**src/common/usbh_defs.svh**
```systemverilog
//--------------------------------------------------------------------------
// Shared constants for the USB full-speed host SIE
// Include in every file that needs the clock rate, the line timing limits
// or the field widths
//--------------------------------------------------------------------------
`ifndef USBH_DEFS_SVH
`define USBH_DEFS_SVH

// Core clock in Hz, 48 MHz or 60 MHz
`define USBH_CLK_FREQ 48000000

//--------------------------------------------------------------------------
// Field widths
//--------------------------------------------------------------------------
// Payload length
`define USBH_LEN_W 16
// Response timeout timer
`define USBH_TIMER_W 9
// Inter-packet gap counter
`define USBH_IFS_W 4

//--------------------------------------------------------------------------
// Line timing
//--------------------------------------------------------------------------
// Cycles after the last sent byte before a response counts as missing
`define USBH_RX_TIMEOUT ((`USBH_CLK_FREQ == 60000000) ? 9'd511 : 9'd255)

// Two FS bit times of gap, 4 or 5 clocks per bit
`define USBH_TX_IFS ((`USBH_CLK_FREQ == 60000000) ? 4'd10 : 4'd7)

`endif

```
**src/common/usbh_pkg.sv**
```systemverilog
//--------------------------------------------------------------------------
// Types and CRC helpers shared by the USB host SIE
// Import by wildcard in the module header of any block that needs the
// transfer states, the PID codes or the CRC functions
//--------------------------------------------------------------------------
package usbh_pkg;

    // Transfer sequence states
    typedef enum logic [3:0] {
        IDLE,
        TX_TOKEN1,
        TX_TOKEN2,
        TX_TOKEN3,
        TX_IFS,
        TX_PID,
        TX_DATA,
        TX_CRC1,
        TX_CRC2,
        RX_WAIT,
        RX_PKT
    } usbh_state_t;

    // PID byte as sent on the wire, check nibble included
    typedef enum logic [7:0] {
        PID_OUT   = 8'hE1,
        PID_IN    = 8'h69,
        PID_SOF   = 8'hA5,
        PID_SETUP = 8'h2D,
        PID_DATA0 = 8'hC3,
        PID_DATA1 = 8'h4B,
        PID_ACK   = 8'hD2,
        PID_NAK   = 8'h5A,
        PID_STALL = 8'h1E
    } usbh_pid_t;

    //----------------------------------------------------------------------
    // CRC5 over the 11-bit address/endpoint field
    //----------------------------------------------------------------------
    // Field bit 0 goes first, x^5+x^2+1, seeded with ones, result inverted
    function automatic logic [4:0] usbh_crc5_step(input logic [10:0] field);
        logic [4:0] crc;
        logic       fb;
        crc = 5'h1F;
        for (int i = 0; i < 11; i++)
        begin
            fb  = crc[4] ^ field[i];
            crc = {crc[3:0], 1'b0} ^ (fb ? 5'h05 : 5'h00);
        end
        return ~crc;
    endfunction

    //----------------------------------------------------------------------
    // CRC16 advanced by one payload byte
    //----------------------------------------------------------------------
    // Reflected form of 0x8005, data LSB first
    function automatic logic [15:0] usbh_crc16_step(input logic [15:0] crc,
                                                    input logic [7:0]  data);
        logic [15:0] c;
        c = crc;
        for (int i = 0; i < 8; i++)
        begin
            if (c[0] ^ data[i])
                c = (c >> 1) ^ 16'hA001;
            else
                c = c >> 1;
        end
        return c;
    endfunction

endpackage

```
**src/sie/usbh_sie_ctrl.sv**
```systemverilog
//--------------------------------------------------------------------------
// Transfer controller of the USB host SIE
// Steps through token, gap, data packet and handshake, one state per
// accepted byte; holds the request, the payload count and the status
//--------------------------------------------------------------------------
`include "usbh_defs.svh"

module usbh_sie_ctrl
    import usbh_pkg::*;
(
    input  logic                   clk_i,
    input  logic                   rst_i,
    // Host request
    input  logic                   start_i,
    input  logic                   resp_expected_i,
    input  logic [7:0]             token_pid_i,
    input  logic [`USBH_LEN_W-1:0] data_len_i,
    // PHY
    input  logic                   utmi_txready_i,
    input  logic                   utmi_rxvalid_i,
    input  logic                   utmi_rxactive_i,
    input  logic [7:0]             utmi_data_i,
    // Line timer
    input  logic                   ifs_busy_i,
    input  logic                   resp_timeout_i,
    // Transmit path and line timer control
    output usbh_state_t            state_o,
    output logic                   load_o,
    output logic                   tx_end_o,
    // Host status
    output logic                   ack_o,
    output logic                   tx_pop_o,
    output logic                   done_o,
    output logic                   timeout_o,
    output logic                   idle_o,
    output logic [7:0]             response_o
);

    usbh_state_t            state_q;
    usbh_state_t            state_d;
    logic [`USBH_LEN_W-1:0] byte_cnt_q;
    logic                   sof_q;
    logic                   resp_q;
    logic                   ack_q;
    logic                   done_q;
    logic                   timeout_q;
    logic [7:0]             response_q;
    logic                   rx_byte_w;

    // Request taken only while idle
    assign load_o    = (state_q == IDLE) && start_i;
    assign rx_byte_w = utmi_rxactive_i && utmi_rxvalid_i;

    //----------------------------------------------------------------------
    // Next state
    //----------------------------------------------------------------------
    always_comb
    begin
        state_d = state_q;
        case (state_q)
            IDLE:
                if (start_i)
                    state_d = TX_TOKEN1;
            TX_TOKEN1:
                if (utmi_txready_i)
                    state_d = TX_TOKEN2;
            TX_TOKEN2:
                if (utmi_txready_i)
                    state_d = TX_TOKEN3;
            TX_TOKEN3:
                if (utmi_txready_i)
                    state_d = TX_IFS;
            // Wait out EOP and gap, SOF stops here
            TX_IFS:
                if (!ifs_busy_i)
                    state_d = sof_q ? IDLE : TX_PID;
            // Zero length packet goes straight to the CRC
            TX_PID:
                if (utmi_txready_i)
                    state_d = (data_len_i == '0) ? TX_CRC1 : TX_DATA;
            TX_DATA:
                if (utmi_txready_i && (byte_cnt_q == `USBH_LEN_W'd1))
                    state_d = TX_CRC1;
            TX_CRC1:
                if (utmi_txready_i)
                    state_d = TX_CRC2;
            TX_CRC2:
                if (utmi_txready_i)
                    state_d = resp_q ? RX_WAIT : IDLE;
            // First byte wins over the timeout
            RX_WAIT:
                if (rx_byte_w)
                    state_d = RX_PKT;
                else if (resp_timeout_i)
                    state_d = IDLE;
            RX_PKT:
                if (!utmi_rxactive_i)
                    state_d = IDLE;
            default:
                state_d = IDLE;
        endcase
    end

    always_ff @(posedge clk_i or posedge rst_i)
    begin
        if (rst_i)
            state_q <= IDLE;
        else
            state_q <= state_d;
    end

    //----------------------------------------------------------------------
    // Request capture and payload count
    //----------------------------------------------------------------------
    always_ff @(posedge clk_i or posedge rst_i)
    begin
        if (rst_i)
        begin
            sof_q      <= 1'b0;
            resp_q     <= 1'b0;
            byte_cnt_q <= '0;
        end
        else if (load_o)
        begin
            sof_q      <= (token_pid_i == PID_SOF);
            resp_q     <= resp_expected_i;
            byte_cnt_q <= data_len_i;
        end
        // One down per payload byte taken by the PHY
        else if ((state_q == TX_DATA) && utmi_txready_i)
            byte_cnt_q <= byte_cnt_q - `USBH_LEN_W'd1;
    end

    //----------------------------------------------------------------------
    // Status
    //----------------------------------------------------------------------
    always_ff @(posedge clk_i or posedge rst_i)
    begin
        if (rst_i)
        begin
            ack_q      <= 1'b0;
            done_q     <= 1'b0;
            timeout_q  <= 1'b0;
            response_q <= 8'h00;
        end
        else
        begin
            // Ack once the token PID has gone out
            ack_q  <= (state_q == TX_TOKEN1) && utmi_txready_i;
            done_q <= (state_q != IDLE) && (state_d == IDLE);
            // Previous result held until the next request
            if (load_o)
            begin
                timeout_q  <= 1'b0;
                response_q <= 8'h00;
            end
            else if (state_q == RX_WAIT)
            begin
                if (rx_byte_w)
                    response_q <= utmi_data_i;
                else if (resp_timeout_i)
                    timeout_q <= 1'b1;
            end
        end
    end

    // Last byte of token or data packet accepted
    assign tx_end_o   = ((state_q == TX_TOKEN3) || (state_q == TX_CRC2)) && utmi_txready_i;
    assign tx_pop_o   = (state_q == TX_DATA) && utmi_txready_i;
    assign state_o    = state_q;
    assign ack_o      = ack_q;
    assign done_o     = done_q;
    assign timeout_o  = timeout_q;
    assign response_o = response_q;
    assign idle_o     = (state_q == IDLE);

endmodule

```
**src/sie/usbh_tx_path.sv**
```systemverilog
//--------------------------------------------------------------------------
// Transmit byte path of the USB host SIE
// Holds the token with its CRC5, runs the CRC16 over the payload and
// picks the byte for the PHY from the controller state
//--------------------------------------------------------------------------
`include "usbh_defs.svh"

module usbh_tx_path
    import usbh_pkg::*;
(
    input  logic        clk_i,
    input  logic        rst_i,
    // Controller
    input  usbh_state_t state_i,
    input  logic        load_i,
    // Host request and payload
    input  logic [7:0]  token_pid_i,
    input  logic [6:0]  token_dev_i,
    input  logic [3:0]  token_ep_i,
    input  logic        data_idx_i,
    input  logic [7:0]  tx_data_i,
    // PHY
    input  logic        utmi_txready_i,
    output logic        utmi_txvalid_o,
    output logic [7:0]  utmi_data_o
);

    logic [7:0]  pid_q;
    logic [15:0] token_q;
    logic        data1_q;
    logic [15:0] crc_q;
    logic [4:0]  crc5_w;

    // Address in the low bits, sent first
    assign crc5_w = usbh_crc5_step({token_ep_i, token_dev_i});

    //----------------------------------------------------------------------
    // Token capture
    //----------------------------------------------------------------------
    // Wire order, fields LSB first and CRC5 MSB first
    always_ff @(posedge clk_i)
    begin
        if (load_i)
        begin
            pid_q   <= token_pid_i;
            token_q <= {crc5_w[0], crc5_w[1], crc5_w[2], crc5_w[3], crc5_w[4],
                        token_ep_i, token_dev_i};
            data1_q <= data_idx_i;
        end
    end

    //----------------------------------------------------------------------
    // CRC16 over the payload
    //----------------------------------------------------------------------
    always_ff @(posedge clk_i or posedge rst_i)
    begin
        if (rst_i)
            crc_q <= 16'hFFFF;
        // Data PID is not covered, restart here
        else if (state_i == TX_PID)
            crc_q <= 16'hFFFF;
        else if ((state_i == TX_DATA) && utmi_txready_i)
            crc_q <= usbh_crc16_step(crc_q, tx_data_i);
    end

    //----------------------------------------------------------------------
    // Byte select
    //----------------------------------------------------------------------
    always_comb
    begin
        utmi_txvalid_o = 1'b1;
        utmi_data_o    = 8'h00;
        case (state_i)
            TX_TOKEN1: utmi_data_o = pid_q;
            TX_TOKEN2: utmi_data_o = token_q[7:0];
            TX_TOKEN3: utmi_data_o = token_q[15:8];
            TX_PID:    utmi_data_o = data1_q ? PID_DATA1 : PID_DATA0;
            TX_DATA:   utmi_data_o = tx_data_i;
            // Inverted sum, low byte first
            TX_CRC1:   utmi_data_o = ~crc_q[7:0];
            TX_CRC2:   utmi_data_o = ~crc_q[15:8];
            default:   utmi_txvalid_o = 1'b0;
        endcase
    end

endmodule

```
**src/sie/usbh_line_timer.sv**
```systemverilog
//--------------------------------------------------------------------------
// Line timing for the USB host SIE
// Finds end of packet from the line state, holds the inter-packet gap and
// times the wait for a device response after the last sent byte
//--------------------------------------------------------------------------
`include "usbh_defs.svh"

module usbh_line_timer
    import usbh_pkg::*;
(
    input  logic       clk_i,
    input  logic       rst_i,
    // Last byte of a token or data packet taken
    input  logic       tx_end_i,
    // PHY
    input  logic       utmi_txvalid_i,
    input  logic       utmi_txready_i,
    input  logic       utmi_rxactive_i,
    input  logic [1:0] utmi_linestate_i,
    // Controller
    output logic       ifs_busy_o,
    output logic       resp_timeout_o
);

    logic [1:0]               linestate_q;
    logic                     se0_q;
    logic                     se0_w;
    logic                     eop_w;
    logic                     rxactive_q;
    logic                     wait_eop_q;
    logic [`USBH_IFS_W-1:0]   ifs_cnt_q;
    logic [`USBH_TIMER_W-1:0] idle_cnt_q;

    // SE0 on two samples in a row, first such cycle only
    assign se0_w = (linestate_q == 2'b00) && (utmi_linestate_i == 2'b00);
    assign eop_w = se0_w && !se0_q;

    always_ff @(posedge clk_i or posedge rst_i)
    begin
        if (rst_i)
        begin
            linestate_q <= 2'b01;
            se0_q       <= 1'b0;
            rxactive_q  <= 1'b0;
        end
        else
        begin
            linestate_q <= utmi_linestate_i;
            se0_q       <= se0_w;
            rxactive_q  <= utmi_rxactive_i;
        end
    end

    //----------------------------------------------------------------------
    // Gap after each packet
    //----------------------------------------------------------------------
    always_ff @(posedge clk_i or posedge rst_i)
    begin
        if (rst_i)
            wait_eop_q <= 1'b0;
        else if (eop_w)
            wait_eop_q <= 1'b0;
        // Own transmit done or device started sending
        else if (tx_end_i || (utmi_rxactive_i && !rxactive_q))
            wait_eop_q <= 1'b1;
    end

    always_ff @(posedge clk_i or posedge rst_i)
    begin
        if (rst_i)
            ifs_cnt_q <= '0;
        else if (wait_eop_q || eop_w)
            ifs_cnt_q <= `USBH_TX_IFS;
        else if (ifs_cnt_q != '0)
            ifs_cnt_q <= ifs_cnt_q - `USBH_IFS_W'd1;
    end

    assign ifs_busy_o = wait_eop_q || (ifs_cnt_q != '0);

    //----------------------------------------------------------------------
    // Response timeout
    //----------------------------------------------------------------------
    // Restarts on every byte the PHY takes, stops at the limit
    always_ff @(posedge clk_i or posedge rst_i)
    begin
        if (rst_i)
            idle_cnt_q <= '0;
        else if (utmi_txvalid_i && utmi_txready_i)
            idle_cnt_q <= '0;
        else if (idle_cnt_q != `USBH_RX_TIMEOUT)
            idle_cnt_q <= idle_cnt_q + `USBH_TIMER_W'd1;
    end

    assign resp_timeout_o = (idle_cnt_q == `USBH_RX_TIMEOUT);

endmodule

```
**src/source/usbh_sie_top.sv**
```systemverilog
//--------------------------------------------------------------------------
// Top level of the USB full-speed host SIE
// Host side issues SOF, OUT and SETUP transfers and reads back the
// handshake; PHY side is a UTMI-style byte interface
//--------------------------------------------------------------------------
`include "usbh_defs.svh"

module usbh_sie_top
    import usbh_pkg::*;
(
    input  logic                   clk_i,
    input  logic                   rst_i,
    // Host request
    input  logic                   start_i,
    input  logic                   resp_expected_i,
    input  logic                   data_idx_i,
    input  logic [7:0]             token_pid_i,
    input  logic [6:0]             token_dev_i,
    input  logic [3:0]             token_ep_i,
    input  logic [`USBH_LEN_W-1:0] data_len_i,
    input  logic [7:0]             tx_data_i,
    // UTMI receive and line state
    input  logic                   utmi_txready_i,
    input  logic                   utmi_rxvalid_i,
    input  logic                   utmi_rxactive_i,
    input  logic [7:0]             utmi_data_i,
    input  logic [1:0]             utmi_linestate_i,
    // Host status
    output logic                   ack_o,
    output logic                   tx_pop_o,
    output logic                   done_o,
    output logic                   timeout_o,
    output logic                   idle_o,
    output logic [7:0]             response_o,
    // UTMI transmit
    output logic                   utmi_txvalid_o,
    output logic [7:0]             utmi_data_o
);

    usbh_state_t state_w;
    logic        load_w;
    logic        tx_end_w;
    logic        ifs_busy_w;
    logic        resp_timeout_w;

    // Transfer sequencing and status
    usbh_sie_ctrl i_ctrl (
        .clk_i           (clk_i),
        .rst_i           (rst_i),
        .start_i         (start_i),
        .resp_expected_i (resp_expected_i),
        .token_pid_i     (token_pid_i),
        .data_len_i      (data_len_i),
        .utmi_txready_i  (utmi_txready_i),
        .utmi_rxvalid_i  (utmi_rxvalid_i),
        .utmi_rxactive_i (utmi_rxactive_i),
        .utmi_data_i     (utmi_data_i),
        .ifs_busy_i      (ifs_busy_w),
        .resp_timeout_i  (resp_timeout_w),
        .state_o         (state_w),
        .load_o          (load_w),
        .tx_end_o        (tx_end_w),
        .ack_o           (ack_o),
        .tx_pop_o        (tx_pop_o),
        .done_o          (done_o),
        .timeout_o       (timeout_o),
        .idle_o          (idle_o),
        .response_o      (response_o)
    );

    // Byte source toward the PHY
    usbh_tx_path i_tx_path (
        .clk_i          (clk_i),
        .rst_i          (rst_i),
        .state_i        (state_w),
        .load_i         (load_w),
        .token_pid_i    (token_pid_i),
        .token_dev_i    (token_dev_i),
        .token_ep_i     (token_ep_i),
        .data_idx_i     (data_idx_i),
        .tx_data_i      (tx_data_i),
        .utmi_txready_i (utmi_txready_i),
        .utmi_txvalid_o (utmi_txvalid_o),
        .utmi_data_o    (utmi_data_o)
    );

    // EOP, gap and response timing
    usbh_line_timer i_line_timer (
        .clk_i            (clk_i),
        .rst_i            (rst_i),
        .tx_end_i         (tx_end_w),
        .utmi_txvalid_i   (utmi_txvalid_o),
        .utmi_txready_i   (utmi_txready_i),
        .utmi_rxactive_i  (utmi_rxactive_i),
        .utmi_linestate_i (utmi_linestate_i),
        .ifs_busy_o       (ifs_busy_w),
        .resp_timeout_o   (resp_timeout_w)
    );

endmodule

```
**config.mk**
```make
export PLATFORM = sky130hd
export DESIGN_NAME = usbh_sie_top
export DESIGN_NICKNAME = d
export VERILOG_FILES = /design/src/common/usbh_pkg.sv /design/src/sie/usbh_sie_ctrl.sv /design/src/sie/usbh_tx_path.sv /design/src/sie/usbh_line_timer.sv /design/src/source/usbh_sie_top.sv
export VERILOG_INCLUDE_DIRS = /design/src /design/src/common
export SDC_FILE = /design/constraint.sdc
export NUM_CORES = 1
export LEC_CHECK = 0
export BUFFER_PORTS_ARGS = -buffer_cell sky130_fd_sc_hd__buf_2
export CAP_MARGIN = 5
export CORE_ASPECT_RATIO = 0.6
export CORE_UTILIZATION = 60
export DETAILED_ROUTE_END_ITERATION = 7
export PLACE_DENSITY = 0.91
export SYNTH_ARGS = -nofsm -noshare
export SYNTH_HDL_FRONTEND = slang
export SYNTH_HIERARCHICAL = 1
export SYNTH_SLANG_ARGS = --single-unit
export TNS_END_PERCENT = 30
```
**constraint.sdc**
```tcl
create_clock -name clk_i -period 5.4 [get_ports clk_i]
set_clock_uncertainty 0.1 [all_clocks]
set_input_delay 1.08 -clock clk_i [delete_from_list [all_inputs] [get_ports clk_i]]
set_output_delay 1.08 -clock clk_i [all_outputs]
set_load 0.02 [all_outputs]
```
==> impl_results.md, run 1 <==
- Ys flop type: dfrtp_1
- Crit. End Element: primary output
- Sequential-to-total area share from yosys stat: 49.0%
- Sw frac: 40.4%
- Int Power: 1.89 mW
- RSZ-0062 raised after global routing: false
- Vias per cell: 6.22
- Placement Setup Slack: 1790 ps
- Io pins: 83
- DRT Pass-1 Iters: 7
- Achievable Freq: 0.243 GHz
- R2R Setup Slk: 1950 ps
- Hold_ws: 332 ps
- Initial drt markers: 644
- Critical Path AT: 2940 ps
- GRT Overall Usage: 30.4%
- Crit share post-route: 76.4%
- Setup violators final: 0
- Routed Antenna Nets: 0
- Mapped Cells: 507
- Number of antenna violations at the first check in global routing: 0
- HP Start: i_line_timer/linestate_q[1]
- Routability cong.: 0.962
- Fin. max-slew vios: 0
- Max VDD drop: 0.269 mV
- Power Density: 550 mW/mm²
- DP Area: 0.00546 mm²
- Cts hold-fix bufs: 0
- Mean Syn Cell Area: 9.85 µm²
- Sequential share of power: 38.5%
- Final Hold Viols: 0
- Post-synthesis cell area: 0.00499 mm²
- Core Rows: 25
- First-pass GRT wire length: 20.0 mm
- Die ar.: 0.00870 mm²
- Fin util: 72.2%
- Synth warnings: 6
- Ant. Diodes: 0
- HP Class: flop to flop
- CP Data Required Time: 4220 ps
- Reg2reg end: i_ctrl/byte_cnt_q[8]
- Layout area overhead: 15.4%
- Post-Route WL: 12.7 mm
- Startpoint types: flop
- Critical R2R Launch: i_ctrl/state_o[1]
- Synthesized flop and latch total: 92
- Core Region: 0.00798 mm²
- CTS Buf Count: 9
- Clk sink count: 92
- Post-CTS setup buffers: 0
- Pleak: 2.42 nW
- Die Ht: 72.7 µm
- Post-Layout Inst Area: 0.00576 mm²
- Routed vias: 4297
- Synth cell types: 58
- Hold Path Depth: 1
- Max-cap violations: 0
- R2R depth: 7
- Latest clock arrival within the worst-skew pair: 350 ps
- Clk buf depth: 2
- DRC: 0
- Max-slew headroom: 31.8%
- PostCTS Resize Cnt: 0
- Max FO, Critical Path: 30
- Setup TNS: 0 ps
- Final worst-path setup slack: 1280 ps
- Comb pwr share: 41.4%
- Hold Crit Endpoint: i_line_timer/se0_q
- Status: finished clean
- Die W: 120 µm
- IO Port Bufs: 82
- Clock-pin slew on the worst setup and hold paths: 70 ps
- Minimum clock period: 4120 ps
- Vias in the first global route: 3895
- Drt wl/cell: 18.4 µm
- GRT overflow: 0
- EDFF count, synth: 25
- CTS tree: built
- Async SR Flop Fraction: 72.8%
- H-tree depth: 3
- Initial core utilization: 62.6%
- Clock power share: 20.1%
- Largest net degree at the start of global routing: 35
- Setup CP Type: flop to primary output
- Layout cells sized above 1: 23.0%
- Nets: 645
- Syn_nets: 574
- Dpl hpwl: 8.91 mm
- CTS Root Cell: clkbuf_16
- Psw: 1.28 mW
- Worst-Margin Slew: 1020 ps
==> cell usage after synthesis, drive strengths merged (4+ instances only) <==
| cell | number | area (µm²) |
|---|---|---|
| nand2 | 64 | 240 |
| dfrtp | 50 | 1250 |
| o21ai | 43 | 215 |
| a21oi | 30 | 150 |
| nor2 | 29 | 109 |
| xnor2 | 28 | 253 |
| edfxtp | 25 | 751 |
| clkbuf | 23 | 86.3 |
| nand3 | 21 | 105 |
| nor3 | 19 | 95.1 |
| inv | 18 | 67.6 |
| dfstp | 17 | 447 |
| xor2 | 14 | 130 |
| nor2b | 11 | 68.8 |
| o211ai | 9 | 67.6 |
| nand2b | 7 | 43.8 |
| nor4 | 7 | 43.8 |
| or3 | 7 | 43.8 |
| ha | 6 | 75.1 |
| nand4b | 6 | 67.6 |
| a221o | 5 | 50.1 |
| a22oi | 5 | 37.5 |
| nand4 | 5 | 31.3 |
| or4 | 5 | 45.0 |
| o311ai | 4 | 35.0 |
==> routing by layer <==
layer	GRT usage, %	up-vias	share of wire, %
met3	6.72	31	9.6
met4	10.3	0	1.7
met5	0	-	0
met2	46.9	250	46
met1	42.9	2042	43
li1	-	1974	-
==> how the worst max path moves through the flow <==
stage,from,endpoint,slack [ps],cells after the start
after CTS,i_ctrl/state_o[1],utmi_data_o[3],1400,5
after detailed placement,i_ctrl/state_o[1],utmi_data_o[3],1790,5
final,i_ctrl/state_o[1],utmi_data_o[3],1280,5
after global routing,i_ctrl/state_o[1],utmi_data_o[3],1120,5
after floorplan,i_ctrl/state_o[0],i_tx_path/data1_q,2270,5
after global placement,utmi_txready_i,tx_pop_o,1870,5
==> critical path, stage by stage, from the launching register on <==
cell and delay [ps]:
dfrtp_1 710, nor2b_1 490, nor2b_1 860, a221oi_1 220
o21ai_0 120, buf_2 190
==> state kept, by name (all words and copies together), names as in the netlist, 2 cells and up <==
signal,flops
i_tx_path/token_q,16
i_line_timer/ifs_cnt_q,4
i_line_timer/linestate_q,2
i_tx_path/pid_q,8
i_ctrl/state_o,4
i_tx_path/crc_q,16
i_ctrl/response_o,8
i_line_timer/idle_cnt_q,9
i_ctrl/byte_cnt_q,16
==> layout make-up <==
type                       instances  area, µm²
sequential                        92       2450
clock inverter                     7       73.8
timing repair buffer              86        440
inverter                          18       67.6
multi-input combinational        371       2370
tap                              108        135
clock buffer                       9        225
fill                             576       2220
==> per-stage QoR <==
| stage | cells | total power [mW] |
|---|---|---|
| after floorplan | 507 | 2.14 |
| after global placement | 675 | 2.44 |
| after CTS | 691 | 3.15 |
| after global routing | 691 | 3.34 |
| after detailed placement | 675 | 2.50 |
| final | 691 | 3.17 |
==> power groups by stage <==
stage,Clock [mW],Combinational [mW],Sequential (mW)
after floorplan,0,1.02,1.12
after global placement,0,1.24,1.20
after detailed placement,0,1.28,1.21
after CTS,0.644,1.30,1.21
after global routing,0.667,1.42,1.24
final,0.637,1.31,1.22
==> logic make-up (layout without fill, tap and decap cells) <==
logic type	after synthesis	in the layout	share of synthesized area, %
buf+inv	44	120	3.51
xor+xnor	45	45	9.05
flops	92	92	49.0
fa+ha+maj	6	6	1.50
simple gates	201	201	21.2
compound gates	113	113	13.9
mux	6	6	1.75
==> cell usage in the layout (no fill, tap or decap), drive strengths merged, types with 3 or more instances in the layout <==
| cell | instances |
|---|---|
| a21oi | 30 |
| a221o | 5 |
| a22oi | 5 |
| a31oi | 3 |
| a32oi | 3 |
| buf | 86 |
| clkbuf | 9 |
| dfrtp | 50 |
| dfstp | 17 |
| edfxtp | 25 |
| ha | 6 |
| inv | 20 |
| nand2 | 64 |
| nand2b | 7 |
| nand3 | 21 |
| nand3b | 3 |
| nand4 | 5 |
| nand4b | 6 |
| nor2 | 29 |
| nor2b | 11 |
| nor3 | 19 |
| nor3b | 3 |
| nor4 | 7 |
| nor4bb | 3 |
| o211ai | 9 |
| o21ai | 43 |
| o311ai | 4 |
| or3 | 7 |
| or4 | 5 |
| xnor2 | 28 |
| xnor3 | 3 |
| xor2 | 14 |
(Power assumes the default switching activity.)
==> run 2: changes to the inputs <==
--- a/config.mk
+++ b/config.mk
@@ -9,9 +9,9 @@
 export BUFFER_PORTS_ARGS = -buffer_cell sky130_fd_sc_hd__buf_2
 export CAP_MARGIN = 5
 export CORE_ASPECT_RATIO = 0.6
-export CORE_UTILIZATION = 60
+export CORE_UTILIZATION = 51
 export DETAILED_ROUTE_END_ITERATION = 7
-export PLACE_DENSITY = 0.91
+export PLACE_DENSITY = 0.83
 export SYNTH_ARGS = -nofsm -noshare
 export SYNTH_HDL_FRONTEND = slang
 export SYNTH_HIERARCHICAL = 1
==> constraint.sdc (replaced) <==
create_clock -name clk_i -period 3.6 [get_ports clk_i]
set_clock_uncertainty 0.1 [all_clocks]
set_input_delay 0.72 -clock clk_i [delete_from_list [all_inputs] [get_ports clk_i]]
set_output_delay 0.72 -clock clk_i [all_outputs]
set_load 0.02 [all_outputs]
==> impl_results.md, run 2 (synthesis gave the netlist of run 1 again) <==
- Status: finished clean
- GRT overflow: 0 (unchanged)
- CTS tree: built
- Max-slew headroom: 53.9% (+22 points)
- Sw frac: 39.3% (-1.2 points)
- Die ar.: 0.0102 mm² (+17%)
- Vias in the first global route: 3869 (-0.67%)
- Layout area overhead: 17.3%
- Setup CP Type: flop to primary output
- Layout cells sized above 1: 23.5% (+0.48 points)
- Crit. End Element: primary output
- Clk sink count: 92 (unchanged)
- HP Start: i_line_timer/linestate_q[1]
- Io pins: 83 (unchanged)
- Ant. Diodes: 0 (unchanged)
- Max-cap violations: 0 (unchanged)
- First-pass GRT wire length: 19.6 mm (-2.1%)
- Cts hold-fix bufs: 0 (unchanged)
- PostCTS Resize Cnt: 0 (unchanged)
- Most crowded layer after global routing: met1
- Sequential share of power: 37.2% (-1.3 points)
- Final Hold Viols: 0 (unchanged)
- Crit share post-route: 87.2%
- CP Data Required Time: 2780 ps (-1440 ps)
- Max VDD drop: 0.377 mV (+40%)
- Die W: 130 µm (+8.3%)
- Hold Crit Endpoint: i_line_timer/se0_q
- Clk buf depth: 2 (unchanged)
- Multi-input gate area: 0.00237 mm² (unchanged)
- R2R Setup Slk: 1020 ps (-930 ps)
- CTS Buf Count: 9 (unchanged)
- Most frequent cells in the layout: 82 x buf_2, 64 x nand2_1, 50 x dfrtp_1, 43 x o21ai_0, 30 x a21oi_1
- Dpl hpwl: 8.94 mm (+0.29%)
- Critical Path AT: 2320 ps (-620 ps)
- GRT Overall Usage: 25.4% (-4.9 points)
- Core Rows: 27 (+8.0%)
- Critical R2R Launch: i_ctrl/state_o[1]
- Largest net degree at the start of global routing: 34 (-2.9%)
- Initial core utilization: 53.6% (-9.0 points)
- Setup TNS: 0 ps (unchanged)
- Die Ht: 78.6 µm (+8.2%)
- Post-CTS setup buffers: 0 (unchanged)
- Hold Path Depth: 1 (unchanged)
- Latest clock arrival within the worst-skew pair: 350 ps (about the same)
- Placement Setup Slack: 777 ps (-1020 ps)
- Psw: 1.87 mW (+46%)
- Register Area: 0.00245 mm² (unchanged)
- Routed Antenna Nets: 0 (unchanged)
- Number of antenna violations at the first check in global routing: 0 (unchanged)
- Minimum clock period: 3140 ps
- Startpoint types: flop
- RSZ-0062 raised after global routing: false
- DRC: 0 (unchanged)
- # fillers: 770 (+34%)
- Achievable Freq: 0.319 GHz
- Commonest non-fill, non-tap cell in the layout: buf_2
- Drt wl/cell: 16.7 µm (-9.3%)
- DP Area: 0.00554 mm² (+1.4%)
- Largest regs: i_ctrl/byte_cnt_q (16), i_tx_path/crc_q (16), i_tx_path/token_q (16)
- R2R depth: 6 (-1)
- Power Density: 815 mW/mm² (+48%)
- Post-Route WL: 12.0 mm (-5.7%)
- Comb pwr share: 42.4% (+1.0 points)
- Clock-pin slew on the worst setup and hold paths: 60 ps (about the same)
- IO Port Bufs: 82 (unchanged)
- H-tree depth: 3 (unchanged)
- Initial drt markers: 452 (-30%)
- GR met2 Demand/Resource: 34.6% (-12 points)
- Clock power share: 20.4% (+0.3 points)
- Routed vias: 4198 (-2.3%)
- Nets: 650 (+0.78%)
- Post-Layout Inst Area: 0.00586 mm² (+1.7%)
- M3 GR Usage: 7.02% (+0.30 points)
- HP Class: flop to flop
- Setup violators final: 0 (unchanged)
- Reg2reg end: i_tx_path/data1_q
- Pleak: 2.46 nW (+1.6%)
- Fin util: 62.8% (-9.4 points)
- Max FO, Critical Path: 18 (-40%)
- DRT Pass-1 Iters: 5 (-2)
- Fin. max-slew vios: 0 (unchanged)
- Int Power: 2.90 mW (+54%)
- Vias per cell: 5.85 (-6.0%)
- Met1 global-route usage: 39.4% (-3.6 points)
- Worst-Margin Slew: 683 ps (-337 ps)
- Routability cong.: 0.939 (-2.4%)
- Core Region: 0.00932 mm² (+17%)
- Final worst-path setup slack: 462 ps (-815 ps)
- CTS Root Cell: clkbuf_16
-- run 2: final cells by class --
cell class              instances  area share (%)
clock inverters                 3           0.427
flip-flops and latches         92            41.8
inverters                      18            1.15
multi-input cells             371            40.5
repair buffers                 91            8.37
well taps                     130            2.78
clock buffers                  13            5.00
-- run 2: stage by stage --
step / power [mW] / hold slack [ps] / instances
detailed placement: 3.78 / 312 / 702
global route: 5.06 / 352 / 718
global placement: 3.71 / 318 / 702
finish: 4.77 / 328 / 718
CTS: 4.77 / 328 / 718
floorplan: 3.21 / 294 / 507
-- run 2: how the worst max path moves through the flow --
stage | startpoint | to | slack, ps | cells after the start
2_1_floorplan | i_ctrl/state_o[0] | i_tx_path/data1_q | 470 | 5
3_3_place_gp | utmi_txready_i | tx_pop_o | 800 | 5
3_5_place_dp | utmi_txready_i | tx_pop_o | 780 | 5
4_1_cts | i_ctrl/state_o[0] | utmi_data_o[0] | 520 | 5
5_1_grt | i_ctrl/state_o[0] | utmi_data_o[0] | 290 | 5
6_report | i_ctrl/state_o[0] | utmi_data_o[0] | 460 | 5
-- run 2: critical path: stages, from the launching register on --
cell	delay (ps)
dfrtp_1	570
nor2b_1	440
nor2b_1	420
a21oi_1	150
o311ai_0	150
buf_2	240
-- run 2: per-layer routing --
metal	vias up	share of wire (%)
met5	-	0
met4	0	1.3
met3	18	8.6
met2	217	42
met1	1978	48
li1	1985	-
-- run 2: power by group through the flow --
stage / Combinational, mW / Clock [mW] / Sequential, mW
6_report: 2.02 / 0.973 / 1.78
5_1_grt: 2.21 / 1.03 / 1.82
4_1_cts: 2.01 / 0.994 / 1.76
3_5_place_dp: 2.00 / 0 / 1.78
3_3_place_gp: 1.94 / 0 / 1.77
2_1_floorplan: 1.53 / 0 / 1.68
==> run 3: changes to the inputs <==
--- a/config.mk
+++ b/config.mk
@@ -6,12 +6,13 @@
 export SDC_FILE = /design/constraint.sdc
 export NUM_CORES = 1
 export LEC_CHECK = 0
+export ABC_AREA = 1
 export BUFFER_PORTS_ARGS = -buffer_cell sky130_fd_sc_hd__buf_2
 export CAP_MARGIN = 5
 export CORE_ASPECT_RATIO = 0.6
-export CORE_UTILIZATION = 51
+export CORE_UTILIZATION = 52
 export DETAILED_ROUTE_END_ITERATION = 7
-export PLACE_DENSITY = 0.83
+export PLACE_DENSITY = 0.84
 export SYNTH_ARGS = -nofsm -noshare
 export SYNTH_HDL_FRONTEND = slang
 export SYNTH_HIERARCHICAL = 1
==> impl_results.md, run 3 <==
- Post-Layout Inst Area: 0.00610 mm² (+4.2%)
- Hold_ws: 334 ps (+6.17 ps)
- Ant. Diodes: 0 (unchanged)
- Top cell type's share of synthesized area: 23.6% (-1.4 points)
- Routability cong.: 0.940 (+0.19%)
- Critical Path Most Common Cell: nand3_1
- DRC: 0 (unchanged)
- Sequential share of power: 36.7% (-0.5 points)
- Die W: 132 µm (+2.0%)
- Core Rows: 28 (+3.7%)
- Number of antenna violations at the first check in global routing: 0 (unchanged)
- Mean Syn Cell Area: 8.48 µm² (-14%)
- GRT Overall Usage: 25.2% (-0.20 points)
- First-pass GRT wire length: 20.9 mm (+6.4%)
- Routed vias: 4592 (+9.4%)
- Power Density: 771 mW/mm² (-5.4%)
- Crit path max-delay family: flip-flops
- # fillers: 847 (+10%)
- Nets: 781 (+20%)
- Post-synthesis cell area: 0.00530 mm² (+6.1%)
- Mapped Cells: 625 (+23%)
- Psw: 2.08 mW (+11%)
- RSZ-0062 raised after global routing: false
- Most frequent cells in the layout: 134 x nand2_1, 82 x buf_2, 76 x nor2_1, 71 x inv_1, 65 x nand3_1
- Status: finished clean
- Cells after DPL: 838 (+19%)
- DRT Pass-1 Iters: 4 (-1)
- Largest regs: i_ctrl/byte_cnt_q (16), i_tx_path/crc_q (16), i_tx_path/token_q (16)
- Final Hold Viols: 0 (unchanged)
- Overall power: 4.71 mW (-1.4%)
- Die ar.: 0.0106 mm² (+4.0%)
- Multi-input gate area: 0.00249 mm² (+5.1%)
- Slowest stage delay, CP: 590 ps (+20 ps)
- IO Port Bufs: 82 (unchanged)
- Int Power: 2.63 mW (-9.3%)
- Drt wl/cell: 14.9 µm (-11%)
- Max FO, Critical Path: 12 (-6)
- Setup violators final: 0 (unchanged)
- Die Ht: 80.2 µm (+2.0%)
- Minimum clock period: 2920 ps (-222 ps)
- Synth top cells by count: 134 x nand2_1, 76 x nor2_1, 71 x inv_1, 65 x nand3_1, 50 x dfrtp_1
- Register Area: 0.00245 mm² (unchanged)
- Top cell type by total area after synthesis: dfrtp_1
- Critical Path AT: 2100 ps (-220 ps)
- Max VDD drop: 0.388 mV (+2.7%)
- Layout area overhead: 15.2%
- HP Class: flop to flop
- Max-slew headroom: 54.1% (+0.21 points)
- H-tree depth: 3 (unchanged)
- Commonest non-fill, non-tap cell in the layout: nand2_1
- Synth Area in Compound Gates: 8.92% (-5.0 points)
- Vias in the first global route: 4276 (+11%)
- Initial core utilization: 53.6% (+0.091 points)
- CP Cell Sequence: nor2_1, nand3_1, o22ai_1, a21oi_1, nand3_1, a221o_1, buf_2
- Synth area leaders: dfrtp_1 24%, edfxtp_1 14%, nand2_1 9.5%
- Final worst-path setup slack: 684 ps (+222 ps)
- Post-Route WL: 12.7 mm (+5.9%)
- Achievable Freq: 0.343 GHz (+7.6%)
- Most frequent cell after synthesis: nand2_1
- Comb pwr share: 45.3% (+2.9 points)
- Clk sink count: 92 (unchanged)
- Vias per cell: 5.38 (-8.0%)
- Placement Setup Slack: 1060 ps (+279 ps)
- PostCTS Resize Cnt: 0 (unchanged)
- Latest clock arrival within the worst-skew pair: 340 ps (about the same)
- Buf/Inv on CP: 1 (unchanged)
- Pleak: 2.95 nW (+20%)
- Post-Synth XOR/XNOR Area: 6.11% (-2.9 points)
- Sw frac: 44.1% (+4.9 points)
- Setup TNS: 0 ps (unchanged)
- Fin util: 61.8% (-1.0 points)
- Routed Antenna Nets: 0 (unchanged)
- Max-cap violations: 0 (unchanged)
- Layout cells sized above 1: 24.1% (+0.59 points)
- Async SR Flop Fraction: 72.8% (unchanged)
- Clock-pin slew on the worst setup and hold paths: 60 ps (about the same)
- CTS Root Cell: clkbuf_16
- Critical path's slowest cell: dfrtp_1
- Crit share post-route: 81.0% (-6.2 points)
- DP Area: 0.00584 mm² (+5.5%)
- Setup CP Type: flop to primary output
- Multiplexer share of the synthesized area: 0% (-1.8 points)
- EDFF count, synth: 25 (unchanged)
- Worst-Margin Slew: 688 ps (+4.75 ps)
- CTS tree: built
- Sequential-to-total area share from yosys stat: 46.2% (-2.8 points)
- Startpoint types: flop
- Io pins: 83 (unchanged)
- Final Instance Count excl. Fillers: 854 (+19%)
- Dpl hpwl: 9.74 mm (+9.0%)
- Synthesized flop and latch total: 92 (unchanged)
- Largest family of logic cells by synthesized area: simple AND/OR/NAND/NOR gates
- Simple-gate share of the synthesized area: 30.5% (+9.3 points)
- Cts hold-fix bufs: 0 (unchanged)
- Syn_nets: 692 (+21%)
- CP Data Required Time: 2780 ps (about the same)
- Core Region: 0.00988 mm² (+6.0%)
- Initial drt markers: 329 (-27%)
- Clk buf depth: 2 (unchanged)
- GRT overflow: 0 (unchanged)
- Largest net degree at the start of global routing: 34 (unchanged)
- Ys flop type: dfrtp_1
- Synth cell types: 52 (-10%)
- Synth Area in Adders: 1.42% (-0.087 points)
- Fin. max-slew vios: 0 (unchanged)
- Synth warnings: 6 (unchanged)
- Clock power share: 18.0% (-2.4 points)
- CTS Buf Count: 9 (unchanged)
- Post-CTS setup buffers: 0 (unchanged)
- Crit. End Element: primary output
run 3: cell count changes in the layout (fill, tap and decap cells not counted), sizes merged, moves of 9 or more:
cell,previous run,this run
nand2,64,155
nor3,19,5
xnor2,28,13
a21oi,30,18
o21ai,43,16
nand3,21,75
nor2,29,86
o22ai,1,10
inv,19,82
nor2b,11,0
run 3: power groups by stage:
stage | Clock (mW) | Sequential (mW) | Combinational (mW)
after floorplan | 0 | 1.65 | 1.65
after global placement | 0 | 1.72 | 2.04
after detailed placement | 0 | 1.73 | 2.11
after CTS | 0.865 | 1.71 | 2.11
after global routing | 0.910 | 1.76 | 2.36
final | 0.846 | 1.73 | 2.13
run 3: layout make-up:
class	instances	area share (%)
multi-input combinational	445	40.8
sequential	92	40.1
timing repair buffer	84	6.97
inverter	82	5.08
clock buffer	11	3.81
tap	135	2.77
clock inverter	5	0.471
run 3: worst reg2reg max path, delay by kind of cell, from the launching register on:
family / cells / cell delay (ps)
simple gates: 16 / 1420
flops: 1 / 590
buf+inv: 2 / 120
run 3: cells by family after synthesis:
group / after synthesis
and+or+nand+nor: 333
adders and majority gates: 6
xor gates and xnor gates: 34
DFF: 92
AOI/OAI and AO/OA: 72
buffers and inverters: 88
run 3: routing by layer:
| metal | routed length (µm) | up-vias | share of wire (%) | global-route usage [%] |
|---|---|---|---|---|
| li1 | - | 2229 | - | - |
| met1 | 6070 | 2149 | 48 | 36.0 |
| met2 | 5540 | 194 | 44 | 37.5 |
| met3 | 918 | 20 | 7.2 | 6.50 |
| met4 | 172 | 0 | 1.4 | 7.93 |
| met5 | 0 | - | 0 | 0 |
run 3: path summary, 6_finish.rpt:
| kind | end | slack [ps] | startpoint | cells past startpoint |
|---|---|---|---|---|
| hold reg to reg | i_line_timer/se0_q | 330 | i_line_timer/linestate_q[1] | 1 |
| setup reg to reg | i_tx_path/crc_q[0] | 1330 | i_tx_path/crc_q[0] | 18 |
| hold / removal | i_line_timer/se0_q | 330 | i_line_timer/linestate_q[1] | 1 |
| min in group asynchronous | i_ctrl/state_o[1] | 390 | rst_i | 3 |
| max in group asynchronous | i_line_timer/idle_cnt_q[8] | 2560 | rst_i | 2 |
| setup / recovery | utmi_data_o[6] | 680 | i_ctrl/state_o[0] | 7 |
